### config.mk
export PLATFORM = sky130hd
export DESIGN_NAME = miss_engine_flat
export DESIGN_NICKNAME = d
export VERILOG_FILES = /design/src/source/cache_geom_pkg.sv /design/src/source/mem_bus_pkg.sv /design/src/source/miss_if.sv /design/src/source/miss_engine.sv /design/src/flat_wrapper.sv
export SDC_FILE = /design/constraint.sdc
export NUM_CORES = 1
export LEC_CHECK = 0
export CORE_AREA = 2 2 117 119
export CTS_BUF_LIST = sky130_fd_sc_hd__clkbuf_4
export DETAILED_ROUTE_END_ITERATION = 10
export DIE_AREA = 0 0 119 121
export DONT_BUFFER_PORTS = 1
export PLACE_DENSITY = 0.51
export SLEW_MARGIN = 30
export SYNTH_ARGS = -nofsm -noshare
export SYNTH_HDL_FRONTEND = slang
export SYNTH_SLANG_ARGS = --single-unit
### constraint.sdc
create_clock -name clk -period 6.9 [get_ports clk]
set_input_delay 1.725 -clock clk [delete_from_list [all_inputs] [get_ports clk]]
set_output_delay 1.725 -clock clk [all_outputs]
set_load 0.02 [all_outputs]
### src/source/cache_geom_pkg.sv
`default_nettype none

package cache_geom_pkg;

    localparam int nr_ways        = 2;
    localparam int line_bytes     = 16;
    localparam int words_per_line = line_bytes / 4;
    localparam int nr_sets        = 16;

    // address split: tag | index | offset
    localparam int offset_bits = $clog2(line_bytes);
    localparam int index_bits  = $clog2(nr_sets);
    localparam int tag_bits    = 32 - offset_bits - index_bits;

    typedef logic [$clog2(words_per_line)-1:0] word_sel_t;
    typedef logic [index_bits-1:0]             index_t;
    typedef logic [tag_bits-1:0]               tag_t;
    typedef logic [$clog2(nr_ways)-1:0]        way_t;

endpackage

`default_nettype wire

### src/source/mem_bus_pkg.sv
`default_nettype none

package mem_bus_pkg;

    typedef logic [31:0] word_t;
    typedef logic [31:0] addr_t;
    typedef logic [3:0]  strobe_t;  // one bit per byte lane

    typedef enum logic [1:0] {
        st_idle,
        st_writeback,
        st_refill,
        st_finish
    } engine_state_t;

endpackage

`default_nettype wire

### src/source/miss_if.sv
`timescale 1ns/100ps
`default_nettype none

interface miss_if;

    logic                      start;
    cache_geom_pkg::index_t    miss_index;
    cache_geom_pkg::tag_t      miss_tag;
    cache_geom_pkg::word_sel_t miss_word;
    cache_geom_pkg::way_t      victim_way;
    logic                      victim_dirty;
    cache_geom_pkg::tag_t      victim_tag;
    logic                      is_store;
    mem_bus_pkg::word_t        store_data;
    mem_bus_pkg::strobe_t      store_strobe;
    mem_bus_pkg::word_t        victim_word;  // one cycle after rd_word

    // engine side, data array access during a miss
    cache_geom_pkg::word_sel_t rd_word;
    logic                      fill_we;
    cache_geom_pkg::word_sel_t fill_word;
    mem_bus_pkg::word_t        fill_data;
    logic                      fill_done;

    modport lookup (
        output start, miss_index, miss_tag, miss_word,
        output victim_way, victim_dirty, victim_tag,
        output is_store, store_data, store_strobe, victim_word,
        input  rd_word, fill_we, fill_word, fill_data, fill_done
    );

    modport engine (
        input  start, miss_index, miss_tag, miss_word,
        input  victim_way, victim_dirty, victim_tag,
        input  is_store, store_data, store_strobe, victim_word,
        output rd_word, fill_we, fill_word, fill_data, fill_done
    );

endinterface

`default_nettype wire
### src/source/miss_engine.sv
`timescale 1ns/100ps
`default_nettype none

module miss_engine (
    input  wire                     clk,
    input  wire                     rst,
    miss_if.engine                  m,
    output mem_bus_pkg::addr_t      ar_addr,
    output logic                    ar_valid,
    input  wire                     ar_ready,
    input  wire mem_bus_pkg::word_t r_data,
    input  wire                     r_last,
    input  wire                     r_valid,
    output logic                    r_ready,
    output mem_bus_pkg::addr_t      aw_addr,
    output logic                    aw_valid,
    input  wire                     aw_ready,
    output mem_bus_pkg::word_t      w_data,
    output logic                    w_last,
    output logic                    w_valid,
    input  wire                     w_ready,
    input  wire                     b_valid
);

    mem_bus_pkg::engine_state_t state_q;
    cache_geom_pkg::word_sel_t  cnt_q;        // word at ram output, or current r beat
    logic                       last_word;
    logic                       line_sent_q;  // all four victim words loaded
    logic                       wb_load;
    mem_bus_pkg::word_t         merged;
    mem_bus_pkg::word_t         req_word_q;

    assign last_word = cnt_q == cache_geom_pkg::word_sel_t'(cache_geom_pkg::words_per_line - 1);
    assign wb_load   = (state_q == mem_bus_pkg::st_writeback) && !line_sent_q &&
                       (!w_valid || w_ready);

    // store bytes go over the fetched word
    always_comb begin
        merged = r_data;
        if (m.is_store && cnt_q == m.miss_word) begin
            for (int b = 0; b < $bits(mem_bus_pkg::strobe_t); b++) begin
                if (m.store_strobe[b]) begin
                    merged[8*b +: 8] = m.store_data[8*b +: 8];
                end
            end
        end
    end

    // read one word ahead when the current one moves into w_data
    assign m.rd_word   = cnt_q + cache_geom_pkg::word_sel_t'(wb_load);
    assign m.fill_we   = (state_q == mem_bus_pkg::st_refill) && r_valid && r_ready;
    assign m.fill_word = cnt_q;
    assign m.fill_data = (state_q == mem_bus_pkg::st_finish) ? req_word_q : merged;
    assign m.fill_done = state_q == mem_bus_pkg::st_finish;

    assign ar_addr = {m.miss_tag, m.miss_index, {cache_geom_pkg::offset_bits{1'b0}}};

    always_ff @(posedge clk) begin
        if (rst) begin
            state_q     <= mem_bus_pkg::st_idle;
            cnt_q       <= '0;
            line_sent_q <= 1'b0;
            ar_valid    <= 1'b0;
            r_ready     <= 1'b0;
            aw_valid    <= 1'b0;
            w_valid     <= 1'b0;
            w_last      <= 1'b0;
        end else begin
            case (state_q)
                mem_bus_pkg::st_idle: begin
                    if (m.start) begin
                        cnt_q       <= '0;
                        line_sent_q <= 1'b0;
                        if (m.victim_dirty) begin
                            aw_valid <= 1'b1;
                            state_q  <= mem_bus_pkg::st_writeback;
                        end else begin
                            ar_valid <= 1'b1;
                            state_q  <= mem_bus_pkg::st_refill;
                        end
                    end
                end
                mem_bus_pkg::st_writeback: begin
                    if (aw_valid && aw_ready) begin
                        aw_valid <= 1'b0;
                    end
                    if (wb_load) begin
                        w_valid <= 1'b1;
                        w_last  <= last_word;
                        cnt_q   <= cnt_q + 1'b1;
                        if (last_word) begin
                            line_sent_q <= 1'b1;
                        end
                    end else if (w_valid && w_ready) begin
                        w_valid <= 1'b0;
                        w_last  <= 1'b0;
                    end
                    if (b_valid) begin
                        cnt_q    <= '0;
                        ar_valid <= 1'b1;
                        state_q  <= mem_bus_pkg::st_refill;
                    end
                end
                mem_bus_pkg::st_refill: begin
                    if (ar_valid && ar_ready) begin
                        ar_valid <= 1'b0;
                        r_ready  <= 1'b1;
                    end
                    if (r_valid && r_ready) begin
                        cnt_q <= cnt_q + 1'b1;
                        if (last_word) begin
                            r_ready <= 1'b0;
                            state_q <= mem_bus_pkg::st_finish;
                        end
                    end
                end
                default: begin  // finish, fill_done is up this cycle
                    cnt_q   <= '0;
                    state_q <= mem_bus_pkg::st_idle;
                end
            endcase
        end
    end

    always_ff @(posedge clk) begin
        if (m.start) begin
            aw_addr <= {m.victim_tag, m.miss_index, {cache_geom_pkg::offset_bits{1'b0}}};
        end
        if (wb_load) begin
            w_data <= m.victim_word;
        end
        if (m.fill_we && cnt_q == m.miss_word) begin
            req_word_q <= merged;
        end
    end

    assert property (@(posedge clk) disable iff (rst)
        w_valid |-> state_q == mem_bus_pkg::st_writeback)
        else $error("w_valid high outside writeback");

    assert property (@(posedge clk) disable iff (rst)
        (r_valid && r_ready) |-> (r_last == last_word))
        else $error("r_last not on the fourth refill beat");

endmodule

`default_nettype wire

### src/flat_wrapper.sv
// flat-port wrapper written by rule: the top's interface ports become plain ports
module miss_engine_flat 
  (clk, rst, ar_addr, ar_valid, ar_ready, r_data, r_last, r_valid, r_ready, aw_addr, aw_valid, aw_ready, w_data, w_last, w_valid, w_ready, b_valid, m_start, m_miss_index, m_miss_tag, m_miss_word, m_victim_way, m_victim_dirty, m_victim_tag, m_is_store, m_store_data, m_store_strobe, m_victim_word, m_rd_word, m_fill_we, m_fill_word, m_fill_data, m_fill_done);
  miss_if m_i ();
  input  wire clk;
  input  wire rst;
  output mem_bus_pkg::addr_t ar_addr;
  output logic ar_valid;
  input  wire ar_ready;
  input  wire mem_bus_pkg::word_t r_data;
  input  wire r_last;
  input  wire r_valid;
  output logic r_ready;
  output mem_bus_pkg::addr_t aw_addr;
  output logic aw_valid;
  input  wire aw_ready;
  output mem_bus_pkg::word_t w_data;
  output logic w_last;
  output logic w_valid;
  input  wire w_ready;
  input  wire b_valid;
  input wire logic [$bits(m_i.start)-1:0] m_start;
  input wire logic [$bits(m_i.miss_index)-1:0] m_miss_index;
  input wire logic [$bits(m_i.miss_tag)-1:0] m_miss_tag;
  input wire logic [$bits(m_i.miss_word)-1:0] m_miss_word;
  input wire logic [$bits(m_i.victim_way)-1:0] m_victim_way;
  input wire logic [$bits(m_i.victim_dirty)-1:0] m_victim_dirty;
  input wire logic [$bits(m_i.victim_tag)-1:0] m_victim_tag;
  input wire logic [$bits(m_i.is_store)-1:0] m_is_store;
  input wire logic [$bits(m_i.store_data)-1:0] m_store_data;
  input wire logic [$bits(m_i.store_strobe)-1:0] m_store_strobe;
  input wire logic [$bits(m_i.victim_word)-1:0] m_victim_word;
  output wire logic [$bits(m_i.rd_word)-1:0] m_rd_word;
  output wire logic [$bits(m_i.fill_we)-1:0] m_fill_we;
  output wire logic [$bits(m_i.fill_word)-1:0] m_fill_word;
  output wire logic [$bits(m_i.fill_data)-1:0] m_fill_data;
  output wire logic [$bits(m_i.fill_done)-1:0] m_fill_done;
  assign m_i.start = m_start;
  assign m_i.miss_index = m_miss_index;
  assign m_i.miss_tag = m_miss_tag;
  assign m_i.miss_word = m_miss_word;
  assign m_i.victim_way = m_victim_way;
  assign m_i.victim_dirty = m_victim_dirty;
  assign m_i.victim_tag = m_victim_tag;
  assign m_i.is_store = m_is_store;
  assign m_i.store_data = m_store_data;
  assign m_i.store_strobe = m_store_strobe;
  assign m_i.victim_word = m_victim_word;
  assign m_rd_word = m_i.rd_word;
  assign m_fill_we = m_i.fill_we;
  assign m_fill_word = m_i.fill_word;
  assign m_fill_data = m_i.fill_data;
  assign m_fill_done = m_i.fill_done;
  miss_engine u_core (.clk(clk), .rst(rst), .m(m_i), .ar_addr(ar_addr), .ar_valid(ar_valid), .ar_ready(ar_ready), .r_data(r_data), .r_last(r_last), .r_valid(r_valid), .r_ready(r_ready), .aw_addr(aw_addr), .aw_valid(aw_valid), .aw_ready(aw_ready), .w_data(w_data), .w_last(w_last), .w_valid(w_valid), .w_ready(w_ready), .b_valid(b_valid));
endmodule
* Word-level counts from Yosys, hierarchy flattened *
Cells that the tools add are included.

storage, ports and cells
  input port bits = 166
  word-level logic and storage cells = 88
  flip-flop bits (word level) = 102

cells by class
  reductions and logical operators = 23
  add/subtract/negate cells = 2
  eq/ne operators = 16
  mux-type cells = 36

operator list
  cell                                           count
  2-to-1 mux 32 bit                              2
  2-to-1 mux 8 bit                               4
  2-to-1 mux 2 bit                               9
  2-to-1 mux 1 bit                               16
  != test 2 bit, second input constant           7
  case mux 2 bit (3 select lines)                2
  AND reduction 4 bit                            3
  logical AND 1 bit                              10
  == test 2 bit, second input constant           3
  != test 2 x 1 -> 1 bit, second input constant  3
  AND reduction 5 bit                            1
  case mux 1 bit (2 select lines)                2
  nonzero test 2 bit                             2
  != test 3 x 2 -> 1 bit, second input constant  1
  case mux 1 bit (3 select lines)                1
  AND reduction 3 bit                            1
  nonzero test 3 bit                             1
  adder 2 x 1 -> 2 bit                           1
  adder 2 x 1 -> 2 bit, second input constant    1
  == test 2 x 1 -> 1 bit, second input constant  1
  == test 2 bit                                  1
  zero test 1 bit                                2
  zero test 2 bit                                1
  AND reduction 2 bit                            1
  logical OR 1 bit                               1

* Depth between registers and ports, before layout *
Gate-level depths: netlist of the first run.

  depth in word-level cells = 6
  gate-level depth with buffers = 7
  mapped depth without buffers = 6

* Worst setup path after synthesis of the first run *
Ideal clock, no wire load.

  kind = input to output
  start point = in w_ready
  end point = out m_rd_word[1]
  setup slack = 0.282 ns
  arrival time = 4.893 ns
  stages on the path = 4
  required time = 5.175 ns
  path through = nor2b_1 -> nor3_1 -> nand2_1 -> xnor2_1

between the ends
  cells in the longest elaborated chain, start to end = 3

RTL lines
  item                  line                text
  start: declaration    flat_wrapper.sv:20  input wire w_ready;
  logical OR 1 bit      miss_engine.sv:35   (!w_valid || w_ready);
  logical AND 1 bit     miss_engine.sv:34   assign wb_load = (state_q == mem_bus_pkg::st_writeback) && !line_sent_q &&
  via u_core.wb_load    miss_engine.sv:29   logic wb_load;
  adder 2 x 1 -> 2 bit  miss_engine.sv:50   assign m.rd_word = cnt_q + cache_geom_pkg::word_sel_t'(wb_load);
  end: declaration      flat_wrapper.sv:33  output wire logic [$bits(m_i.rd_word)-1:0] m_rd_word;

The timed path passes the listed nets, and every way through them passes these cells.

* Worst setup path after layout of the first run *
  start point = in m_miss_word[1]
  end point = out m_fill_data[22]

between the ends
  cells in the longest elaborated chain, start to end = 4

RTL lines
  item                   line                text
  start: declaration     flat_wrapper.sv:25  input wire logic [$bits(m_i.miss_word)-1:0] m_miss_word;
  == test 2 bit          miss_engine.sv:40   if (m.is_store && cnt_q == m.miss_word) begin
  logical AND 1 bit      miss_engine.sv:40
  2-to-1 mux 32 bit      miss_engine.sv:40
  via u_core.merged[22]  miss_engine.sv:30   mem_bus_pkg::word_t merged;
  2-to-1 mux 32 bit      miss_engine.sv:53   assign m.fill_data = (state_q == mem_bus_pkg::st_finish) ? req_word_q : merged;
  end: declaration       flat_wrapper.sv:36  output wire logic [$bits(m_i.fill_data)-1:0] m_fill_data;

The timed path passes the listed nets, and every way through them passes these cells.

==> impl_metrics.json, run 1 <==
{
  "worstMarginPinSlew_ns": 0.6959,
  "powerDensity_mw_per_mm2": 318.7,
  "cp-end-kind": "primary output",
  "drive_above_1_share": 0.3469,
  "fin_crit_ns": 4.950,
  "cts_hold_buffers": 0,
  "io_buffers": 0,
  "reg2reg_depth": 5,
  "grt_max_degree": 36,
  "synth_seq_cells": 102,
  "final_util": 0.3700,
  "cts_tree": "built",
  "cap_viol_max_count": 0,
  "status": "finished, final reports clean",
  "reg2reg_from": "u_core.m.fill_word[0]",
  "final_common_cell": "edfxtp_1",
  "yosysSeqAreaShare": 0.6343,
  "synthCells": 287,
  "yosys_most_used_dff": "edfxtp_1",
  "area_delta_synth_final_pct": 3.643,
  "setup_tns_ns": 0,
  "clkLatencyLatePin_ns": 0.46,
  "holdWs_ns": 0.6018,
  "wl_per_cell_um": 22.68,
  "grt_antenna_before_repair": 1,
  "via_per_inst": 4.962,
  "hold_class": "reg -> reg",
  "yosysWarnings": 0,
  "period_share": 0.7175,
  "stdcell_count": 448,
  "num_vias": 2223,
  "rsz0062_at_grt": "false",
  "avgSynthCellArea_um2": 16.27,
  "finalHoldViolations": 0,
  "post_cts_buffers": 0,
  "crit-reg2reg-capture": "u_core.state_q[1]",
  "clk_pin_slew_worst_paths_ns": 0.15,
  "clock-sinks": 102,
  "clock_skew_ns": 0.01849,
  "rows": 42,
  "fmax_ghz": 0.2020,
  "die_y_um": 121,
  "core_area_mm2": 0.01309,
  "track_usage": 0.1352,
  "grt_pass1_wl_mm": 14.21,
  "grt_pass1_vias": 2151,
  "worstPathArrival_ns": 3.23,
  "htree_levels": 3,
  "synth_enable_flop_cells": 92,
  "root_buffer": "clkbuf_4",
  "pin_count": 305,
  "path_class": "in -> out",
  "routabilityCongestion": 0.7317,
  "drtIter0Drc": 86,
  "overflow": 0,
  "ir_drop_uv": 87.97,
  "power_w": 0.001543,
  "dieArea_mm2": 0.01440,
  "final_cell_mix": "edfxtp_1 (92), mux2_4 (32), mux2_2 (32), clkbuf_4 (10), dfxtp_1 (10)",
  "postRouteAntennaNets": 0,
  "cts_repair_resize_count": 0,
  "hp-start": "u_core.ar_valid",
  "whs_path_depth": 2,
  "worstPathRequired_ns": 5.18,
  "clock_path_buffers": 2,
  "nets": 437,
  "die_w_um": 119,
  "syn_area_mm2": 0.004671,
  "drc": 0,
  "setup_viol": 0,
  "cts_made_buffers": 9,
  "cp_max_fo": 8,
  "dpl.hpwl_mm": 7.865,
  "reg2reg_slack_ns": 4.61,
  "p_leak_nw": 1.630,
  "drt_first_pass_iters": 4,
  "wirelength_mm": 10.16,
  "start_kind": "input port",
  "synth-async-reset-ratio": 0,
  "synth_cell_type_count": 38,
  "place_inst": 431,
  "holdPathEnd": "u_core.ar_valid",
  "slew_viol_final": 0,
  "start_util": 0.3570,
  "maxSlewHeadroom": 0.5349
}
==> through the flow <==
step	cell area (um^2)	setup slack [ns]
6_report	4841	1.950
5_1_grt	4841	1.863
4_1_cts	4828	1.918
3_5_place_dp	4659	1.916
3_3_place_gp	4659	1.934
2_1_floorplan	4697	0.2822
==> cell usage after synthesis, types with 2 or more instances <==
master	count	area, um^2
edfxtp_1	92	2763
buf_4	36	270.3
mux2_2	32	360.4
mux2_4	32	480.5
dfxtp_1	10	200.2
nand2_1	9	33.78
a21oi_1	7	35.03
nor2_1	7	26.28
o21ai_0	7	35.03
clkbuf_1	6	22.52
ha_1	5	62.56
inv_1	5	18.77
nor2b_1	5	31.28
nor3_4	4	65.06
a31oi_1	3	18.77
mux2i_1	2	20.02
nand2b_1	2	12.51
o21a_1	2	15.01
xor2_4	2	55.05
==> registers in the layout, indices dropped and copies added, names as in the netlist <==
signal,flops
u_core.req_word_q,32
u_core.w_data,32
u_core.aw_addr,28
u_core.m.fill_word,2
u_core.state_q,2
u_core.ar_valid,1
u_core.aw_valid,1
u_core.line_sent_q,1
u_core.r_ready,1
u_core.w_last,1
u_core.w_valid,1
==> power by group <==
group | total [W] | switching (W) | internal (W) | leakage [nW]
logic | 0.000291 | 0.000178 | 0.000113 | 0.607
registers | 0.000895 | 0.000125 | 0.000770 | 0.936
clock network | 0.000357 | 0.000203 | 0.000154 | 0.0876
total | 0.00154 | 0.000505 | 0.00104 | 1.63
==> logic make-up after synthesis <==
kind of cell               count (synthesis)  synth area share
and+or+nand+nor                           35           0.04742
muxes                                     66            0.1843
adders and majority gates                  5           0.01339
AOI/OAI and AO/OA                         27           0.03750
DFF                                      102            0.6343
xor gates and xnor gates                   4           0.01554
other                                      1         0.0008029
buffers and inverters                     47           0.06670
==> worst max-delay path: stages <==
cell and delay (ns):
xor2_4 0.19, nor3_4 0.61, mux2_4 0.37, mux2_2 0.32
==> routing by layer <==
layer | up-vias | GRT usage | routed length (um)
met5 | - | 0 | 0
met4 | 0 | 0.06696 | 263
met3 | 37 | 0.06156 | 979
met2 | 144 | 0.2310 | 5280
met1 | 1058 | 0.1407 | 3638
li1 | 984 | - | -
==> layout make-up <==
class / instances / area [um^2]
Multi-Input combinational cell: 145 / 1445
Clock inverter: 6 / 93.84
Fill cell: 1203 / 8244
Tap cell: 176 / 220.2
Sequential cell: 102 / 2963
Inverter: 5 / 18.77
Clock buffer: 10 / 75.07
Timing Repair Buffer: 3 / 22.52
Antenna cell: 1 / 2.502
==> how the worst max path moves through the flow <==
stage                         from              end  slack (ns)  depth (start not counted)
global placement    m_miss_word[1]   m_fill_data[3]        1.93                          4
detailed placement  m_miss_word[1]   m_fill_data[6]        1.92                          4
finish              m_miss_word[1]  m_fill_data[22]        1.95                          4
CTS                 m_miss_word[1]   m_fill_data[6]        1.92                          4
global route        m_miss_word[1]  m_fill_data[22]        1.86                          4
floorplan                  w_ready     m_rd_word[1]        0.28                          4
Note: power is estimated with default switching activity, not from simulation.
==> run 2, diff against run 1 <==
Settings changed: ABC_AREA set to 1, CORE_AREA 2 2 117 119 to 2 2 118 120, DIE_AREA 0 0 119 121 to 0 0 120 122, PLACE_DENSITY 0.51 to 0.56.
Clock period 6.9 ns to 5.04 ns, I/O delays scaled along.
==> impl_metrics.json, run 2 <==
{
  "status": "finished, final reports clean",
  "worstPathArrival_ns": 2.45,
  "setup_tns_ns": 0,
  "reg2reg_slack_ns": 2.54,
  "reg_top3": "u_core.req_word_q (32), u_core.w_data (32), u_core.aw_addr (28)",
  "drtIter0Drc": 320,
  "routed.top_layer": "met4",
  "routabilityCongestion": 0.7925,
  "maxSlewHeadroom": 0.6028,
  "clock_path_buffers": 2,
  "pin_count": 305,
  "start_kind": "input port",
  "synth_area_leaders": "edfxtp_1 (51%), nand2_1 (10%), inv_1 (5.7%), nor2_1 (5.6%), buf_4 (5.0%)",
  "cts_made_buffers": 9,
  "slew_viol_final": 0,
  "final_common_cell": "nand2_1",
  "postRouteAntennaNets": 0,
  "track_usage": 0.1744,
  "nFillCells": 1323,
  "cp-end-kind": "primary output",
  "holdPathEnd": "u_core.line_sent_q",
  "grt_pass1_vias": 3355,
  "area_delta_synth_final_pct": -0.04633,
  "grt_max_degree": 35,
  "cts_tree": "built",
  "grt_antenna_before_repair": 1,
  "finalHoldViolations": 0,
  "rsz0062_at_grt": "false",
  "syn_area_mm2": 0.005406,
  "synth_top_area_share": 0.5110,
  "wl_per_cell_um": 17.77,
  "die_y_um": 122,
  "met3_length_mm": 1.444,
  "num_vias": 3828,
  "io_buffers": 0,
  "cap_viol_max_count": 0,
  "wl_met1_mm": 4.935,
  "power_w": 0.002385,
  "start_util": 0.4004,
  "clkLatencyLatePin_ns": 0.45,
  "yosys_most_used_dff": "edfxtp_1",
  "finalWorstSetupSlack_ns": 1.329,
  "path_class": "in -> out",
  "hp-start": "u_core.line_sent_q",
  "period_share": 0.7362,
  "ir_drop_uv": 156.2,
  "synth_cell_type_count": 25,
  "seqCellArea_mm2": 0.002963,
  "dpl.hpwl_mm": 9.688,
  "multi_input_area_mm2": 0.001733,
  "grt_pass1_wl_mm": 19.33,
  "via_per_inst": 5.017,
  "powerDensity_mw_per_mm2": 441.3,
  "yosysSeqAreaShare": 0.5480,
  "worstPathRequired_ns": 3.78,
  "synth_most_common_cell": "nand2_1",
  "netlist_top_cells_count": "nand2_1 (148), edfxtp_1 (92), inv_1 (82)",
  "whs_path_depth": 2,
  "postLayoutCellArea_mm2": 0.005404,
  "p_leak_nw": 2.425,
  "crit-reg2reg-capture": "u_core.req_word_q[20]",
  "avgSynthCellArea_um2": 8.748,
  "worstMarginPinSlew_ns": 0.5936,
  "holdWs_ns": 0.4983,
  "rows": 43,
  "clk_pin_slew_worst_paths_ns": 0.16,
  "reg2reg_depth": 5,
  "fin_crit_ns": 3.711,
  "cp_max_fo": 32,
  "synth_enable_flop_cells": 92,
  "cts_hold_buffers": 0,
  "dp_worst_setup_slack_ns": 1.300,
  "dpl-instance-area_mm2": 0.005275,
  "nets": 748,
  "synth_seq_cells": 102,
  "clock_skew_ns": 0.02222,
  "fmax_ghz": 0.2695,
  "setup_viol": 0,
  "clock-sinks": 102,
  "post_cts_buffers": 0,
  "routed-wl-met2_mm": 6.893,
  "root_buffer": "clkbuf_4",
  "synth_top_area_cell": "edfxtp_1",
  "synth-async-reset-ratio": 0,
  "wirelength_mm": 13.56,
  "overflow": 0,
  "htree_levels": 3,
  "die_w_um": 120,
  "final_cell_mix": "nand2_1 (148), edfxtp_1 (92), inv_1 (82), nor2_1 (81), nand3_1 (37)",
  "drive_above_1_share": 0.06186,
  "hold_class": "reg -> reg",
  "synthCells": 618,
  "dieArea_mm2": 0.01464,
  "cts_repair_resize_count": 0,
  "yosysWarnings": 0,
  "core_area_mm2": 0.01350,
  "drt_first_pass_iters": 4,
  "drc": 0,
  "reg2reg_from": "u_core.m.fill_word[0]"
}
-- run 2: cell count changes after synthesis, moves of 31 or more --
cell / before / now
and2_1: 0 / 32
mux2_4: 32 / 0
mux2_2: 32 / 0
nand2_1: 9 / 148
nor2_1: 7 / 81
nand3_1: 1 / 37
inv_1: 5 / 82
nand4_1: 1 / 32
-- run 2: worst max-delay path by stage --
| stage | end | cells after the start | startpoint | slack (ns) |
|---|---|---|---|---|
| finish | m_fill_data[0] | 6 | m_miss_word[0] | 1.33 |
| global route | m_fill_data[0] | 6 | u_core.m.fill_word[0] | 1.17 |
| CTS | m_fill_data[2] | 7 | m_miss_word[0] | 1.30 |
| detailed placement | m_fill_data[2] | 7 | m_miss_word[0] | 1.30 |
| global placement | m_fill_data[0] | 7 | m_miss_word[0] | 1.28 |
| floorplan | m_rd_word[0] | 6 | w_ready | 1.23 |
-- run 2: per-layer routing --
metal,global-route usage,up-vias
li1,-,1847
met1,0.1862,1731
met2,0.3040,218
met3,0.07818,32
met4,0.06471,0
met5,0,-
-- run 2: critical path, stage by stage --
cell and delay [ns]:
nand2_1 0.05, nand2_2 0.14, nand3_4 0.38, nand2_1 0.20
nand3_1 0.10, nand2_1 0.29
-- run 2: area by class of cell --
| cell class | instances | area share |
|---|---|---|
| diodes | 1 | 0.0004631 |
| clock buffers | 11 | 0.01528 |
| clock inverters | 5 | 0.008104 |
| inverters | 84 | 0.05858 |
| multi-input cells | 375 | 0.3207 |
| flip-flops and latches | 102 | 0.5483 |
| well taps | 180 | 0.04168 |
| repair buffers | 5 | 0.006946 |
-- run 2: cells by family after synthesis --
kind of cell	synth area share
buf+inv	0.1363
fa+ha+maj	0.01157
compound gates	0.01481
simple gates	0.2870
flops	0.5480
other cells	0.0006936
xor+xnor	0.001620
-- run 2: power breakdown --
part	total, W	leakage, nW	internal (W)	switching (W)
Clock	0.000404	0.0656	0.000119	0.000285
Sequential	0.00127	0.938	0.00107	0.000204
Combinational	0.000706	1.42	0.000179	0.000527
Total	0.00238	2.43	0.00137	0.00102
-- run 2: per-stage QoR --
step,utilization,std cells
final,0.4002,763
after global routing,0.4002,763
after CTS,0.4000,762
after detailed placement,0.3906,746
after global placement,0.3905,746
after floorplan,-,625
